<file path="config.mk">
export PLATFORM = sky130hd
export DESIGN_NAME = wb_regfile
export DESIGN_NICKNAME = d
export VERILOG_FILES = /design/src/source/core_pkg.sv /design/src/source/wb_regfile.sv
export VERILOG_INCLUDE_DIRS = /design/src /design/src/source
export SDC_FILE = /design/constraint.sdc
export NUM_CORES = 2
export LEC_CHECK = 0
export CORE_UTILIZATION = 34
export CTS_BUF_LIST = sky130_fd_sc_hd__clkbuf_16
export DETAILED_ROUTE_END_ITERATION = 16
export DONT_BUFFER_PORTS = 1
export HOLD_SLACK_MARGIN = 0.05
export PLACE_DENSITY = 0.53
export SETUP_SLACK_MARGIN = 0.3
export SKIP_CTS_REPAIR_TIMING = 1
export SYNTH_ARGS = -nofsm -noshare
export SYNTH_HDL_FRONTEND = slang
export SYNTH_SLANG_ARGS = --single-unit
</file>
<file path="constraint.sdc">
create_clock -name clk -period 2.9 [get_ports clk]
set_clock_uncertainty 0.05 [all_clocks]
set_input_delay 0.29 -clock clk [delete_from_list [all_inputs] [get_ports clk]]
set_output_delay 0.29 -clock clk [all_outputs]
set_load 0.05 [all_outputs]
</file>
<file path="src/source/lsu_defs.svh">
`ifndef LSU_DEFS_SVH
`define LSU_DEFS_SVH

// Integer data path width
`define XLEN        64

// Architectural register index
`define REG_IDX_W   5

// Data RAM depth in XLEN words
`define DMEM_WORDS  256

// addi x0, x0, 0
`define INST_NOP    32'h0000_0013

`endif

</file>
<file path="src/source/core_pkg.sv">
`include "lsu_defs.svh"

package core_pkg;

    typedef enum logic [3:0] {
        MEM_NONE,
        LB,
        LH,
        LW,
        LD,
        LBU,
        LHU,
        LWU,
        SB,
        SH,
        SW,
        SD
    } mem_op_e;

    // Access size, log2 of the byte count
    typedef enum logic [1:0] {
        SIZE_B,
        SIZE_H,
        SIZE_W,
        SIZE_D
    } mem_size_e;

    typedef struct packed {
        mem_op_e                op;
        logic [`REG_IDX_W-1:0]  rd_index;
        logic                   rd_en;
        logic [`XLEN-1:0]       alu_result;
        logic [`XLEN-1:0]       store_data;
        logic                   inst_trap;
        logic                   intp_en;
        logic [`XLEN-1:0]       csr_nxt_pc;
        logic [`XLEN-1:0]       inst_addr;
    } ex2mem_t;

    typedef struct packed {
        logic [`REG_IDX_W-1:0]  rd_index;
        logic                   rd_en;
        logic [`XLEN-1:0]       rd_data;
        logic                   inst_trap;
        logic                   intp_en;
        logic [`XLEN-1:0]       csr_nxt_pc;
    } mem2wb_t;

    typedef struct packed {
        logic                   valid;
        logic [`XLEN-1:0]       pc;
    } redirect_t;

endpackage

</file>
<file path="src/source/wb_regfile.sv">
`timescale 1ns/1ps
`include "lsu_defs.svh"

module wb_regfile (
    input  logic                    clk,
    input  logic                    rst,
    input  logic                    valid_i,
    input  core_pkg::mem2wb_t       wb_i,
    input  logic [`REG_IDX_W-1:0]   raddr_i,
    output logic [`XLEN-1:0]        rdata_o,
    output core_pkg::redirect_t     redirect_o
);

    import core_pkg::*;

    localparam int NREGS = 1 << `REG_IDX_W;

    logic [`XLEN-1:0]   regs [NREGS];
    logic               wr_en;

    // Trapped instructions and x0 never update state
    assign wr_en = valid_i && wb_i.rd_en && !wb_i.inst_trap && (wb_i.rd_index != '0);

    always_ff @(posedge clk) begin
        if (rst) begin
            for (int i = 0; i < NREGS; i++) begin
                regs[i] <= '0;
            end
        end else if (wr_en) begin
            regs[wb_i.rd_index] <= wb_i.rd_data;
        end
    end

    assign rdata_o = regs[raddr_i];

    // One cycle per captured entry, since valid drops on hold
    always_comb begin
        redirect_o.valid = valid_i && (wb_i.inst_trap || wb_i.intp_en);
        redirect_o.pc    = wb_i.csr_nxt_pc;
    end

    a_x0_zero: assert property (@(posedge clk) disable iff (rst)
        raddr_i == '0 |-> rdata_o == '0)
        else $error("x0 reads %h", rdata_o);

endmodule

</file>
After elaboration in Yosys (flattened, before gate mapping) --
Memory sizes are Yosys's and may differ from the RTL's. Cells that the tools add are included. Widths: inputs -> output; s select.
Storage, ports and cells: output and inout port bits 129, RAM bits 2048, memories kept 1, logic and storage cells 17, register bits 0, input bits 144
Cells by class: mux-type cells 8, reductions and logical operators 8
Memories:
- regs | depth 32, bits a word 64, read ports 1, clocked after Yosys merged registers in 0, wr ports 32, line wb_regfile.sv:18 | logic [`XLEN-1:0] regs [NREGS];
Operator list (count):
- $mux 64 | 1
- $reduce_or 64->1 | 1
- $mux 1 | 6
- $mux 5 | 1
- $reduce_bool 5->1 | 1
- $logic_and 1x1->1 | 4
- $logic_not 1->1 | 1
- $logic_or 1x1->1 | 1

Longest topological paths before layout --
depth in word-level cells 8, depth in mapped cells 9, mapped depth without buffers 4

Worst setup path after synthesis --
OpenSTA, ideal clock, no wires.
path kind input to output, start point input raddr_i[1], end point output rdata_o[62], data required time 2.560 ns, stages on the path 8, setup slack -0.235 ns, arrival time 2.795 ns, cell sequence buf_4 buf_4 buf_4 buf_2 buf_2 buf_2 o21ai_0 a211oi_1
Between the ends: longest elaborated chain between the ends 1
RTL lines:
- start: declaration | line wb_regfile.sv:9 | input logic [`REG_IDX_W-1:0] raddr_i,
- $mem_v2 32x64
- end: declaration | line wb_regfile.sv:10 | output logic [`XLEN-1:0] rdata_o,
Every way passes these cells.

Final worst setup path --
start point input raddr_i[0], end point output rdata_o[20]
The elaborated chain is that of the path after synthesis.

==> run_results.csv <==
group,metric,value,unit
placement,post-place-ws,0.0912,ns
layout,area_growth,15.2,%
yosys,synth_cells,5608,
layout,final_layout_size_suffix_gt1_share,22.7,%
route,wl,313,mm
timing,setup_viol,63,
global_route,grt_usage,22.7,%
yosys,ys_ff_latch,2048,
floorplanning,die_width,524,microns
route,ant_nets,0,
pwr,ir_drop,0.000467,V
clocking,cts_inserted_buffers,216,
route,viasPerCell,5.48,
pwr,power_frac_clock,39.5,%
floorplanning,ios,273,
worst_setup_path,cp.arrival,3.85,ns
yosys,synth-main-ff-cell,"edfxtp_1",
route,drt_iter0_drc,7554,
timing,setup_slack,-1.29,ns
clocking,cts.sinks,2048,
worst_setup_path,crit_path_max_fanout,474,
worst_setup_path,end_kind,"output port",
outcome,violations,"max-slew violations, negative setup slack",
timing,hold_violations,0,
floorplanning,fp-row-count,191,
layout,fin_area,107000,sq um
layout,multiInputGateArea,29700,sq um
pwr,p_seq_share,51.6,%
yosys,syn_avg_cell_area,16.5,sq um
pwr,power.density,625,nW/um^2
floorplanning,initial_core_util,34.2,%
clocking,cts_root_buf,"clkbuf_16",
outcome,outcome,"complete, but fails checks",
pwr,leakage,36.4,nW
route,avgRoutedWirePerCell,33.6,microns
placement,port_buffers,0,
yosys,synth-warning-count,0,
yosys,synth_area,92600,sq um
yosys,ys_seq_area_share,66.4,%
layout,finish.net_count,5706,
global_route,grt_overflow_total,0,
floorplanning,die_h,524,microns
timing,worst_pin_slew,2.68,ns
clocking,clk_path_buf_depth,4,
pwr,internal_power,51.2,mW
floorplanning,dieArea,274000,sq um
timing,hold_slack,0.0133,ns
layout,register_area,61500,sq um
worst_setup_path,required,2.56,ns
placement,place.detailed.hpwl,151,mm
layout,nFillCells,24487,
run,maxCapViolations,0,
timing,maxSlewViolCount,439,
clocking,cts_tree,"built",
pwr,p_sw,15.5,mW
yosys,synth_async_sr_flop_share,0,%
layout,largest_register_ff_count,2048,
worst_setup_path,start_kind,"primary input",
clocking,clk_pin_slew,0.06,ns
global_route,antenna_found_initial,59,
timing,relSlewSlack,-78.5,%
pwr,power.total,66.7,mW
placement,placed_area,98200,sq um
layout,final_cells,9322,
timing,setup_tns,-36.44,ns
pwr,switching_share,23.3,%
timing,rsz0062_at_grt,"yes",
timing,post-route-period-util,145,%
layout,fin_util,39.4,%
global_route,grt_pass1_vias,51288,
placement,gp_congestion,0.752,
pwr,power_frac_comb,8.9,%
yosys,synth_edf_count,2048,
clocking,cts_htree_levels,4,
global_route,grt_max_degree,475,
timing,fmax,238,MHz
layout,largest-register,"regs",
route,first_pass_iters,6,
hold_path,min_path_type,"primary input to flip-flop",
floorplanning,design.core.area,271000,sq um
placement,placedCellCount,8814,
yosys,yosysUniqueCellTypes,34,
layout,largestRegisters,"regs: 2048 flops",
route,drc_errors,0,
global_route,grt_pass1_wl,427,mm
worst_setup_path,worst-setup-path-type,"primary input to output port",
route,dr_total_vias,51043,
timing,min_period,4.19,ns
==> placed cells by master (no fill, tap or decap), drive strengths merged, types with 3 or more instances in the layout <==
cell type / instances
a221oi: 27
and2: 1986
buf: 236
bufinv: 13
clkbuf: 217
clkinv: 108
conb: 64
diode: 24
dlygate4sd3: 81
edfxtp: 2048
inv: 46
mux2: 80
mux2i: 110
mux4: 562
nand2: 3
nand3b: 5
nor2: 33
nor2b: 11
o21ai: 13
o22a: 12
o22ai: 26
or2: 32
==> path summary, 6_finish.rpt <==
check                 cells after the start  slack [ns]       start          end
worst min-delay path                      2        0.01         rst  regs[0][21]
worst max-delay path                      3       -1.29  raddr_i[0]  rdata_o[20]
==> worst max-delay path, stage by stage <==
cell and delay, ns:
mux4_2 1.41, mux4_2 0.51, mux2_4 0.40
==> power groups by stage <==
stage               combinational (mW)  clock (mW)  sequential, mW
floorplan                         3.93           0            34.9
global placement                  5.03           0            35.0
detailed placement                5.04           0            35.0
finish                            5.92        26.4            34.4
CTS                               5.05        26.8            34.4
global route                      6.04        27.8            34.5
==> final cells by class <==
| cell class | count | area share [%] |
|---|---|---|
| clock buffers | 217 | 5.09 |
| clock inverters | 167 | 1.00 |
| flip-flops and latches | 2048 | 57.6 |
| multi-input cells | 2977 | 27.9 |
| diodes | 24 | 0.0563 |
| inverters | 2 | 0.00704 |
| well taps | 3570 | 4.19 |
| repair buffers | 317 | 4.15 |
==> synthesized netlist by cell type (3+ instances only) <==
cell type,n,area [sq um]
and2_1,1986,12400
o22a_1,12,105
or2_2,32,200
nor2b_1,11,68.8
nor2_1,33,124
o21ai_0,13,65.1
buf_2,66,330
nand3b_1,5,37.5
mux2_2,80,901
clkbuf_1,460,1730
nand2_1,3,11.3
buf_1,20,75.1
edfxtp_1,2048,61500
o22ai_1,26,163
mux2i_1,110,1100
mux4_2,562,12700
buf_4,94,706
a221oi_1,27,236
==> metal layers <==
layer  global-route usage, %  part of all wire [%]  wire (microns)  up-vias
met5                       0                 0.046             144        -
met4                    5.65                   2.7            8480       22
met3                    4.37                   9.3           29100      468
met2                    37.1                    47          148000     2639
met1                    31.0                    41          127000    27388
li1                        -                     -               -    20526
==> kinds of logic (layout without fill, tap and decap cells) <==
group	after synthesis	in the layout	share of synthesized area, %
compound gates	83	83	0.654
other cells	1	88	0.00405
flops	2048	2048	66.4
buf+inv	646	703	3.11
simple gates	2078	2078	14.0
mux	752	752	15.8
No activity file was read; power rests on OpenSTA's default activity.
