[config.mk]
export PLATFORM = sky130hd
export DESIGN_NAME = mem_stage
export DESIGN_NICKNAME = d
export VERILOG_FILES = /design/src/source/core_pkg.sv /design/src/source/mem_stage.sv
export VERILOG_INCLUDE_DIRS = /design/src /design/src/source
export SDC_FILE = /design/constraint.sdc
export NUM_CORES = 1
export LEC_CHECK = 0
export BUFFER_PORTS_ARGS = -buffer_cell sky130_fd_sc_hd__buf_2
export CAP_MARGIN = 5
export CORE_AREA = 2 2 215 217
export DETAILED_ROUTE_END_ITERATION = 16
export DIE_AREA = 0 0 217 219
export GPL_ROUTABILITY_DRIVEN = 0
export PLACE_DENSITY_LB_ADDON = 0.12
export SYNTH_ARGS = -nofsm -noshare
export SYNTH_HDL_FRONTEND = slang
export SYNTH_SLANG_ARGS = --single-unit
[constraint.sdc]
create_clock -name vclk -period 3.16
set_clock_uncertainty 0.2 [all_clocks]
set_input_delay 0.316 -clock vclk [all_inputs]
set_output_delay 0.316 -clock vclk [all_outputs]
set_load 0.1 [all_outputs]
[src/source/lsu_defs.svh]
`ifndef LSU_DEFS_SVH
`define LSU_DEFS_SVH

// Integer data path width
`define XLEN        64

// Architectural register index
`define REG_IDX_W   5

// Data RAM depth in XLEN words
`define DMEM_WORDS  256

// addi x0, x0, 0
`define INST_NOP    32'h0000_0013

`endif

[src/source/core_pkg.sv]
`include "lsu_defs.svh"

package core_pkg;

    typedef enum logic [3:0] {
        MEM_NONE,
        LB,
        LH,
        LW,
        LD,
        LBU,
        LHU,
        LWU,
        SB,
        SH,
        SW,
        SD
    } mem_op_e;

    // Access size, log2 of the byte count
    typedef enum logic [1:0] {
        SIZE_B,
        SIZE_H,
        SIZE_W,
        SIZE_D
    } mem_size_e;

    typedef struct packed {
        mem_op_e                op;
        logic [`REG_IDX_W-1:0]  rd_index;
        logic                   rd_en;
        logic [`XLEN-1:0]       alu_result;
        logic [`XLEN-1:0]       store_data;
        logic                   inst_trap;
        logic                   intp_en;
        logic [`XLEN-1:0]       csr_nxt_pc;
        logic [`XLEN-1:0]       inst_addr;
    } ex2mem_t;

    typedef struct packed {
        logic [`REG_IDX_W-1:0]  rd_index;
        logic                   rd_en;
        logic [`XLEN-1:0]       rd_data;
        logic                   inst_trap;
        logic                   intp_en;
        logic [`XLEN-1:0]       csr_nxt_pc;
    } mem2wb_t;

    typedef struct packed {
        logic                   valid;
        logic [`XLEN-1:0]       pc;
    } redirect_t;

endpackage

[src/source/mem_stage.sv]
`timescale 1ns/1ps
`include "lsu_defs.svh"

module mem_stage (
    input  logic                            clk,
    input  logic                            rst,
    input  logic                            valid_i,
    input  core_pkg::ex2mem_t               ex_i,
    output logic [$clog2(`DMEM_WORDS)-1:0]  ram_addr_o,
    output logic [`XLEN/8-1:0]              ram_wmask_o,
    output logic [`XLEN-1:0]                ram_wdata_o,
    input  logic [`XLEN-1:0]                ram_rdata_i,
    output logic                            valid_o,
    output logic                            flush_o,
    output core_pkg::mem2wb_t               wb_o
);

    import core_pkg::*;

    localparam int ADDR_W = $clog2(`DMEM_WORDS);
    localparam int LANE_W = $clog2(`XLEN / 8);

    mem_size_e              size;
    logic                   is_load;
    logic                   is_store;
    logic                   is_signed;
    logic [LANE_W-1:0]      lane;
    logic [LANE_W-1:0]      align_mask;
    logic [`XLEN/8-1:0]     base_mask;
    logic [`XLEN-1:0]       shifted;
    logic [`XLEN-1:0]       load_data;

    always_comb begin
        is_load   = ex_i.op inside {LB, LH, LW, LD, LBU, LHU, LWU};
        is_store  = ex_i.op inside {SB, SH, SW, SD};
        is_signed = ex_i.op inside {LB, LH, LW};
        case (ex_i.op)
            LB, LBU, SB: size = SIZE_B;
            LH, LHU, SH: size = SIZE_H;
            LW, LWU, SW: size = SIZE_W;
            default:     size = SIZE_D;
        endcase
    end

    always_comb begin
        case (size)
            SIZE_B: begin
                base_mask  = 'h01;
                align_mask = 'd0;
            end
            SIZE_H: begin
                base_mask  = 'h03;
                align_mask = 'd1;
            end
            SIZE_W: begin
                base_mask  = 'h0f;
                align_mask = 'd3;
            end
            default: begin
                base_mask  = 'hff;
                align_mask = 'd7;
            end
        endcase
    end

    assign lane       = ex_i.alu_result[LANE_W-1:0];
    assign ram_addr_o = ex_i.alu_result[LANE_W +: ADDR_W];

    // Store data moved into its byte lanes
    assign ram_wdata_o = ex_i.store_data << {lane, 3'b000};
    assign ram_wmask_o = (valid_i && is_store && !flush_o) ? (base_mask << lane) : '0;

    // Load data brought down to bit 0, then extended
    always_comb begin
        shifted = ram_rdata_i >> {lane, 3'b000};
        case (size)
            SIZE_B:  load_data = {{(`XLEN-8){is_signed & shifted[7]}}, shifted[7:0]};
            SIZE_H:  load_data = {{(`XLEN-16){is_signed & shifted[15]}}, shifted[15:0]};
            SIZE_W:  load_data = {{(`XLEN-32){is_signed & shifted[31]}}, shifted[31:0]};
            default: load_data = shifted;
        endcase
    end

    assign valid_o = valid_i;
    assign flush_o = valid_i & ex_i.intp_en;

    always_comb begin
        wb_o.rd_index   = ex_i.rd_index;
        wb_o.rd_en      = ex_i.rd_en;
        wb_o.rd_data    = is_load ? load_data : ex_i.alu_result;
        wb_o.inst_trap  = ex_i.inst_trap;
        wb_o.intp_en    = ex_i.intp_en;
        wb_o.csr_nxt_pc = ex_i.csr_nxt_pc;
    end

    // Execute stage only issues naturally aligned accesses
    a_aligned: assert property (@(posedge clk) disable iff (rst)
        valid_i && (is_load || is_store) |-> (lane & align_mask) == '0)
        else $error("misaligned access from pc %h", ex_i.inst_addr);

endmodule

Word level (Yosys, flattened, before mapping)
Memories as Yosys holds them, arrays and structs flattened.
Index checks and enable logic that the tools add are counted.
{"block": "classes", "n_addsub": 0, "mul": 0, "div": 0, "order_cmp": 0, "n_eq_ne": 13, "shifts": 3, "mux": 4, "bitwise_logic": 4, "reduce_logical": 7}
{"op": "64-bit one-hot mux with 3 select lines", "count": 1}
{"op": "64-bit 2-to-1 mux", "count": 1}
{"op": "64-bit by 6-bit << shifter with 64-bit output", "count": 1}
{"op": "64-bit by 6-bit >> shifter with 64-bit output", "count": 1}
{"op": "8-bit one-hot mux with 3 select lines", "count": 1}
{"op": "4-bit by 3-bit equality test with 1-bit output, second input constant", "count": 4}
{"op": "4-bit equality test, second input constant", "count": 4}
{"op": "4-bit by 2-bit equality test with 1-bit output, second input constant", "count": 2}
{"op": "8-bit 2-to-1 mux", "count": 1}
{"op": "8-bit by 3-bit << shifter with 8-bit output", "count": 1}
{"op": "7-bit nonzero test", "count": 1}
{"op": "1-bit AND", "count": 4}
{"op": "4-bit by 1-bit equality test with 1-bit output, second input constant", "count": 1}
{"op": "4-bit nonzero test", "count": 1}
{"op": "3-bit nonzero test", "count": 1}
{"op": "2-bit by 1-bit equality test with 1-bit output, second input constant", "count": 1}
{"op": "2-bit equality test, second input constant", "count": 1}
{"op": "1-bit logical AND", "count": 2}
{"op": "2-bit logical NOT", "count": 1}
{"op": "1-bit logical NOT", "count": 1}
{"block": "totals", "regBits": 0, "latchBits": 0, "ram_bits": 0, "rom_bits": 32, "in_bits": 335, "output_inout_bits": 218, "wordCells": 32, "memories": 1}
{"name": "(no name shown)", "words": 16, "word_bits": 2, "read_ports": 1, "rd_clocked_by_memory_dff": 0, "write_ports": 0, "line_no": "mem_stage.sv:37", "text": "case (ex_i.op)"}

Longest topological paths before layout
{"block": "logic_depth", "depth_word": 5, "mapped_depth": 9, "mapped_depth_nobuf": 7}

Worst setup path before layout
No wires, ideal clock.
{"block": "synth_timing", "path_type": "input to output", "startpoint": "in ex_i[195] in the netlist's numbering", "endpoint": "out ram_wmask_o[7]", "t_arrival_ns": 3.947, "required_time_ns": 2.644, "setup_slack_ns": -1.303, "cell_stages": 9, "path_buffers": 6, "path_cell_list": "buf_4 buf_6 buf_2 buf_2 buf_2 buf_2 o21a_1 nor2_1 a211oi_1"}
{"block": "synth_via", "elab_chain_len": 2}
{"element": "start, declared", "line_no": "mem_stage.sv:8", "text": "input core_pkg::ex2mem_t ex_i,"}
{"element": "8-bit by 3-bit << shifter with 8-bit output", "line_no": "mem_stage.sv:71", "text": "assign ram_wmask_o = (valid_i && is_store && !flush_o) ? (base_mask << lane) : '0;"}
{"element": "8-bit 2-to-1 mux", "line_no": "mem_stage.sv:71"}
{"element": "end, declared", "line_no": "mem_stage.sv:10", "text": "output logic [`XLEN/8-1:0] ram_wmask_o,"}
No other way between the ends.

==> run_results.csv <==
group,metric,value,unit
yosys,synth_nets,1105,
critical_path,cp.arrival,2.50,ns
layout,fin_area,9464,um2
layout,drive_gt1_share,52.62,%
route,wl,34.17,mm
floorplan,die_area,47520,um2
route,vias_per_cell,4.114,
global_route,antenna_found_initial,6,
global_route,grt_pass1_wl,48.40,mm
yosys,syn_area_per_cell,6.658,um2
critical_path,criticalPathCategory,"primary input to primary output",
critical_path,worstSetupStartpoint,"ex_i[265]",
floorplan,ios,553,
timing,final.setup.tns,0,ns
power_and_ir_drop,p_leak,4.076,nW
route,drt_first_iter_violations,276,
power_and_ir_drop,pwr-share-clk,0,%
power_and_ir_drop,p_comb_share,100.0,%
yosys,synth.area.top_cells,"mux2i_1 18%, buf_4 12%, nor2_1 8.8%",
floorplan,core_area,45090,um2
layout,seq_cells,0,
global_route,grt_max_degree,80,
placement,post-dp-hpwl,29.01,mm
floorplan,row_count,78,
yosys,synth_top_cell_area_share,17.88,%
timing,fmax,331.9,MHz
power_and_ir_drop,seqPwrFrac,0,%
floorplan,fp.dieH,219,um
hold_path,hp-class,"primary input to primary output",
power_and_ir_drop,powerDensity,326.8,nW/um2
route,dr.pass1.iters,5,
route,ant_nets,0,
job,max_cap_violations,0,
clock_network,cts_hold_buf,0,
critical_path,worst_ep_required_time,2.64,ns
placement,placed_area,9440,um2
timing,rsz0062_at_grt,"false",
floorplan,die_w,217,um
power_and_ir_drop,ir_worst_vdd,176.5,uV
timing,hold_violations,0,
yosys,ys_seq_area_share,0,%
power_and_ir_drop,netSwitchingFraction,66.05,%
global_route,grt_pass1_vias,6899,
yosys,synth_top_area_cell,"mux2i_1",
timing,finalCriticalPeriod,3.013,ns
power_and_ir_drop,intPower,1.050,mW
timing,slew_viol_final,0,
timing,hold_slack,0.4320,ns
route,num_vias,6636,
power_and_ir_drop,switchingPower,2.043,mW
critical_path,endpoint,"wb_o[115]",
layout,area_delta_synth_final,85.80,%
route,wire_per_inst,21.18,um
route,met1_length,14.28,mm
critical_path,worst_setup_path_end_kind,"primary output",
yosys,synth_cells,765,
yosys,synth.distinct_cells,47,
layout,clkbuf_count,0,
clock_network,cts_resized,0,
outcome,status,"completed",
global_route,grt-ovfl-total,0,
yosys,yosys_warnings,0,
timing,tightest_slew,0.7892,ns
route,drc,0,
clock_network,postCtsSetupBuffers,0,
floorplan,start_util,11.30,%
placement,portBuffers,345,
route,topRoutingLayerUsed,"met5",
yosys,mappedNetlistArea,5094,um2
layout,fin_nets,1353,
critical_path,worst_setup_path_start_kind,"primary input",
layout,seq_area,0,um2
global_route,grt_use_total,13.60,%
route,met3WireLength,2.988,mm
timing,final-setup-viol-count,0,
timing,period_share,95.36,%
critical_path,timing.critical_path.fanout_max,18,
route,met2_length,15.96,mm
timing,relSlewSlack,47.03,%
power_and_ir_drop,finalPower,3.093,mW
layout,fillCellCount,5094,
## cells in the mapped netlist, types with 2 or more instances
library cell,instances
nand3_1,2
nand2b_1,21
and2_1,18
nor2_1,120
mux2i_1,91
inv_1,5
or2_2,2
nor2b_1,8
nor4_1,3
o2111ai_1,4
o21a_1,5
mux2_2,34
mux4_2,12
a31oi_1,19
o22a_1,25
clkbuf_1,39
o211ai_1,3
a21o_1,3
a22oi_1,7
a211oi_1,11
a21oi_1,88
o32a_1,4
nor3_1,11
o21ai_0,39
buf_2,23
buf_1,7
o22ai_1,16
nand2_1,33
buf_6,3
buf_4,82
and3_1,7
ha_1,5
## stage by stage
stage / std cells / setup slack [ns] / utilization (%)
floorplan: 765 / -0.6503 / -
global placement: 1611 / 0.1094 / 20.94
detailed placement: 1611 / 0.1060 / 20.94
CTS: 1611 / 0.09652 / 20.94
global route: 1611 / 0.07897 / 20.98
finish: 1613 / 0.1467 / 20.99
## how the worst min path moves through the flow
| stage | startpoint | end | slack, ns | cells past startpoint |
|---|---|---|---|---|
| after detailed placement | ex_i[259] | wb_o[131] | 0.43 | 0 |
| after CTS | ex_i[259] | wb_o[131] | 0.43 | 0 |
| after global placement | ex_i[259] | wb_o[131] | 0.43 | 0 |
| after floorplan | ex_i[197] | ram_addr_o[0] | 0.64 | 1 |
| final | ex_i[67] | wb_o[3] | 0.43 | 0 |
| after global routing | ex_i[73] | wb_o[9] | 0.43 | 0 |
## area by class of cell
type	instances	area (um2)	area share, %
Inverter	5	18.77	0.1983
Tap cell	600	750.7	7.932
Antenna cell	2	5.005	0.05288
Timing Repair Buffer	400	4134	43.68
Multi-Input combinational cell	606	4556	48.14
## kinds of logic after synthesis
kind of cell | after synthesis | synth area share, %
simple gates | 234 | 21.49
buf+inv | 159 | 18.77
mux | 137 | 30.70
compound gates | 230 | 27.81
fa+ha+maj | 5 | 1.228
## metal layers
layer | global-route usage [%] | vias up
met5 | 0 | -
met4 | 3.196 | 2
met2 | 23.45 | 303
met1 | 16.66 | 3088
met3 | 3.812 | 39
li1 | - | 3204
## critical path, stage by stage
cell and delay [ns]:
buf_2 0.16, inv_1 0.10, ha_1 0.35, nor2_1 0.06, o22ai_1 0.47, nand2b_1 0.23
buf_12 0.17, nor3_1 0.07, buf_4 0.15, o22a_1 0.23, buf_12 0.19
## cells in the final DEF (no fill, tap or decap), drive strengths merged, types with 2 or more instances in the layout
cell type,count
buf,397
nor2,120
mux2i,91
a21oi,88
o21ai,40
mux2,34
nand2,33
o22a,25
nand2b,21
a31oi,19
and2,18
o22ai,16
mux4,12
nor3,12
a211oi,11
nor2b,8
and3,7
a22oi,7
o21a,5
ha,5
inv,5
o32a,4
o2111ai,4
o211ai,3
a21o,3
clkbuf,3
nor4,3
diode,2
or2,2
nand3,2
## power by group through the flow
stage	combinational [mW]	clock [mW]	sequential (mW)
floorplan	2.36	0	0
global placement	3.12	0	0
detailed placement	3.12	0	0
CTS	3.13	0	0
global route	3.23	0	0
finish	3.09	0.0000000850	0
Power figures use the tool's default switching activity.
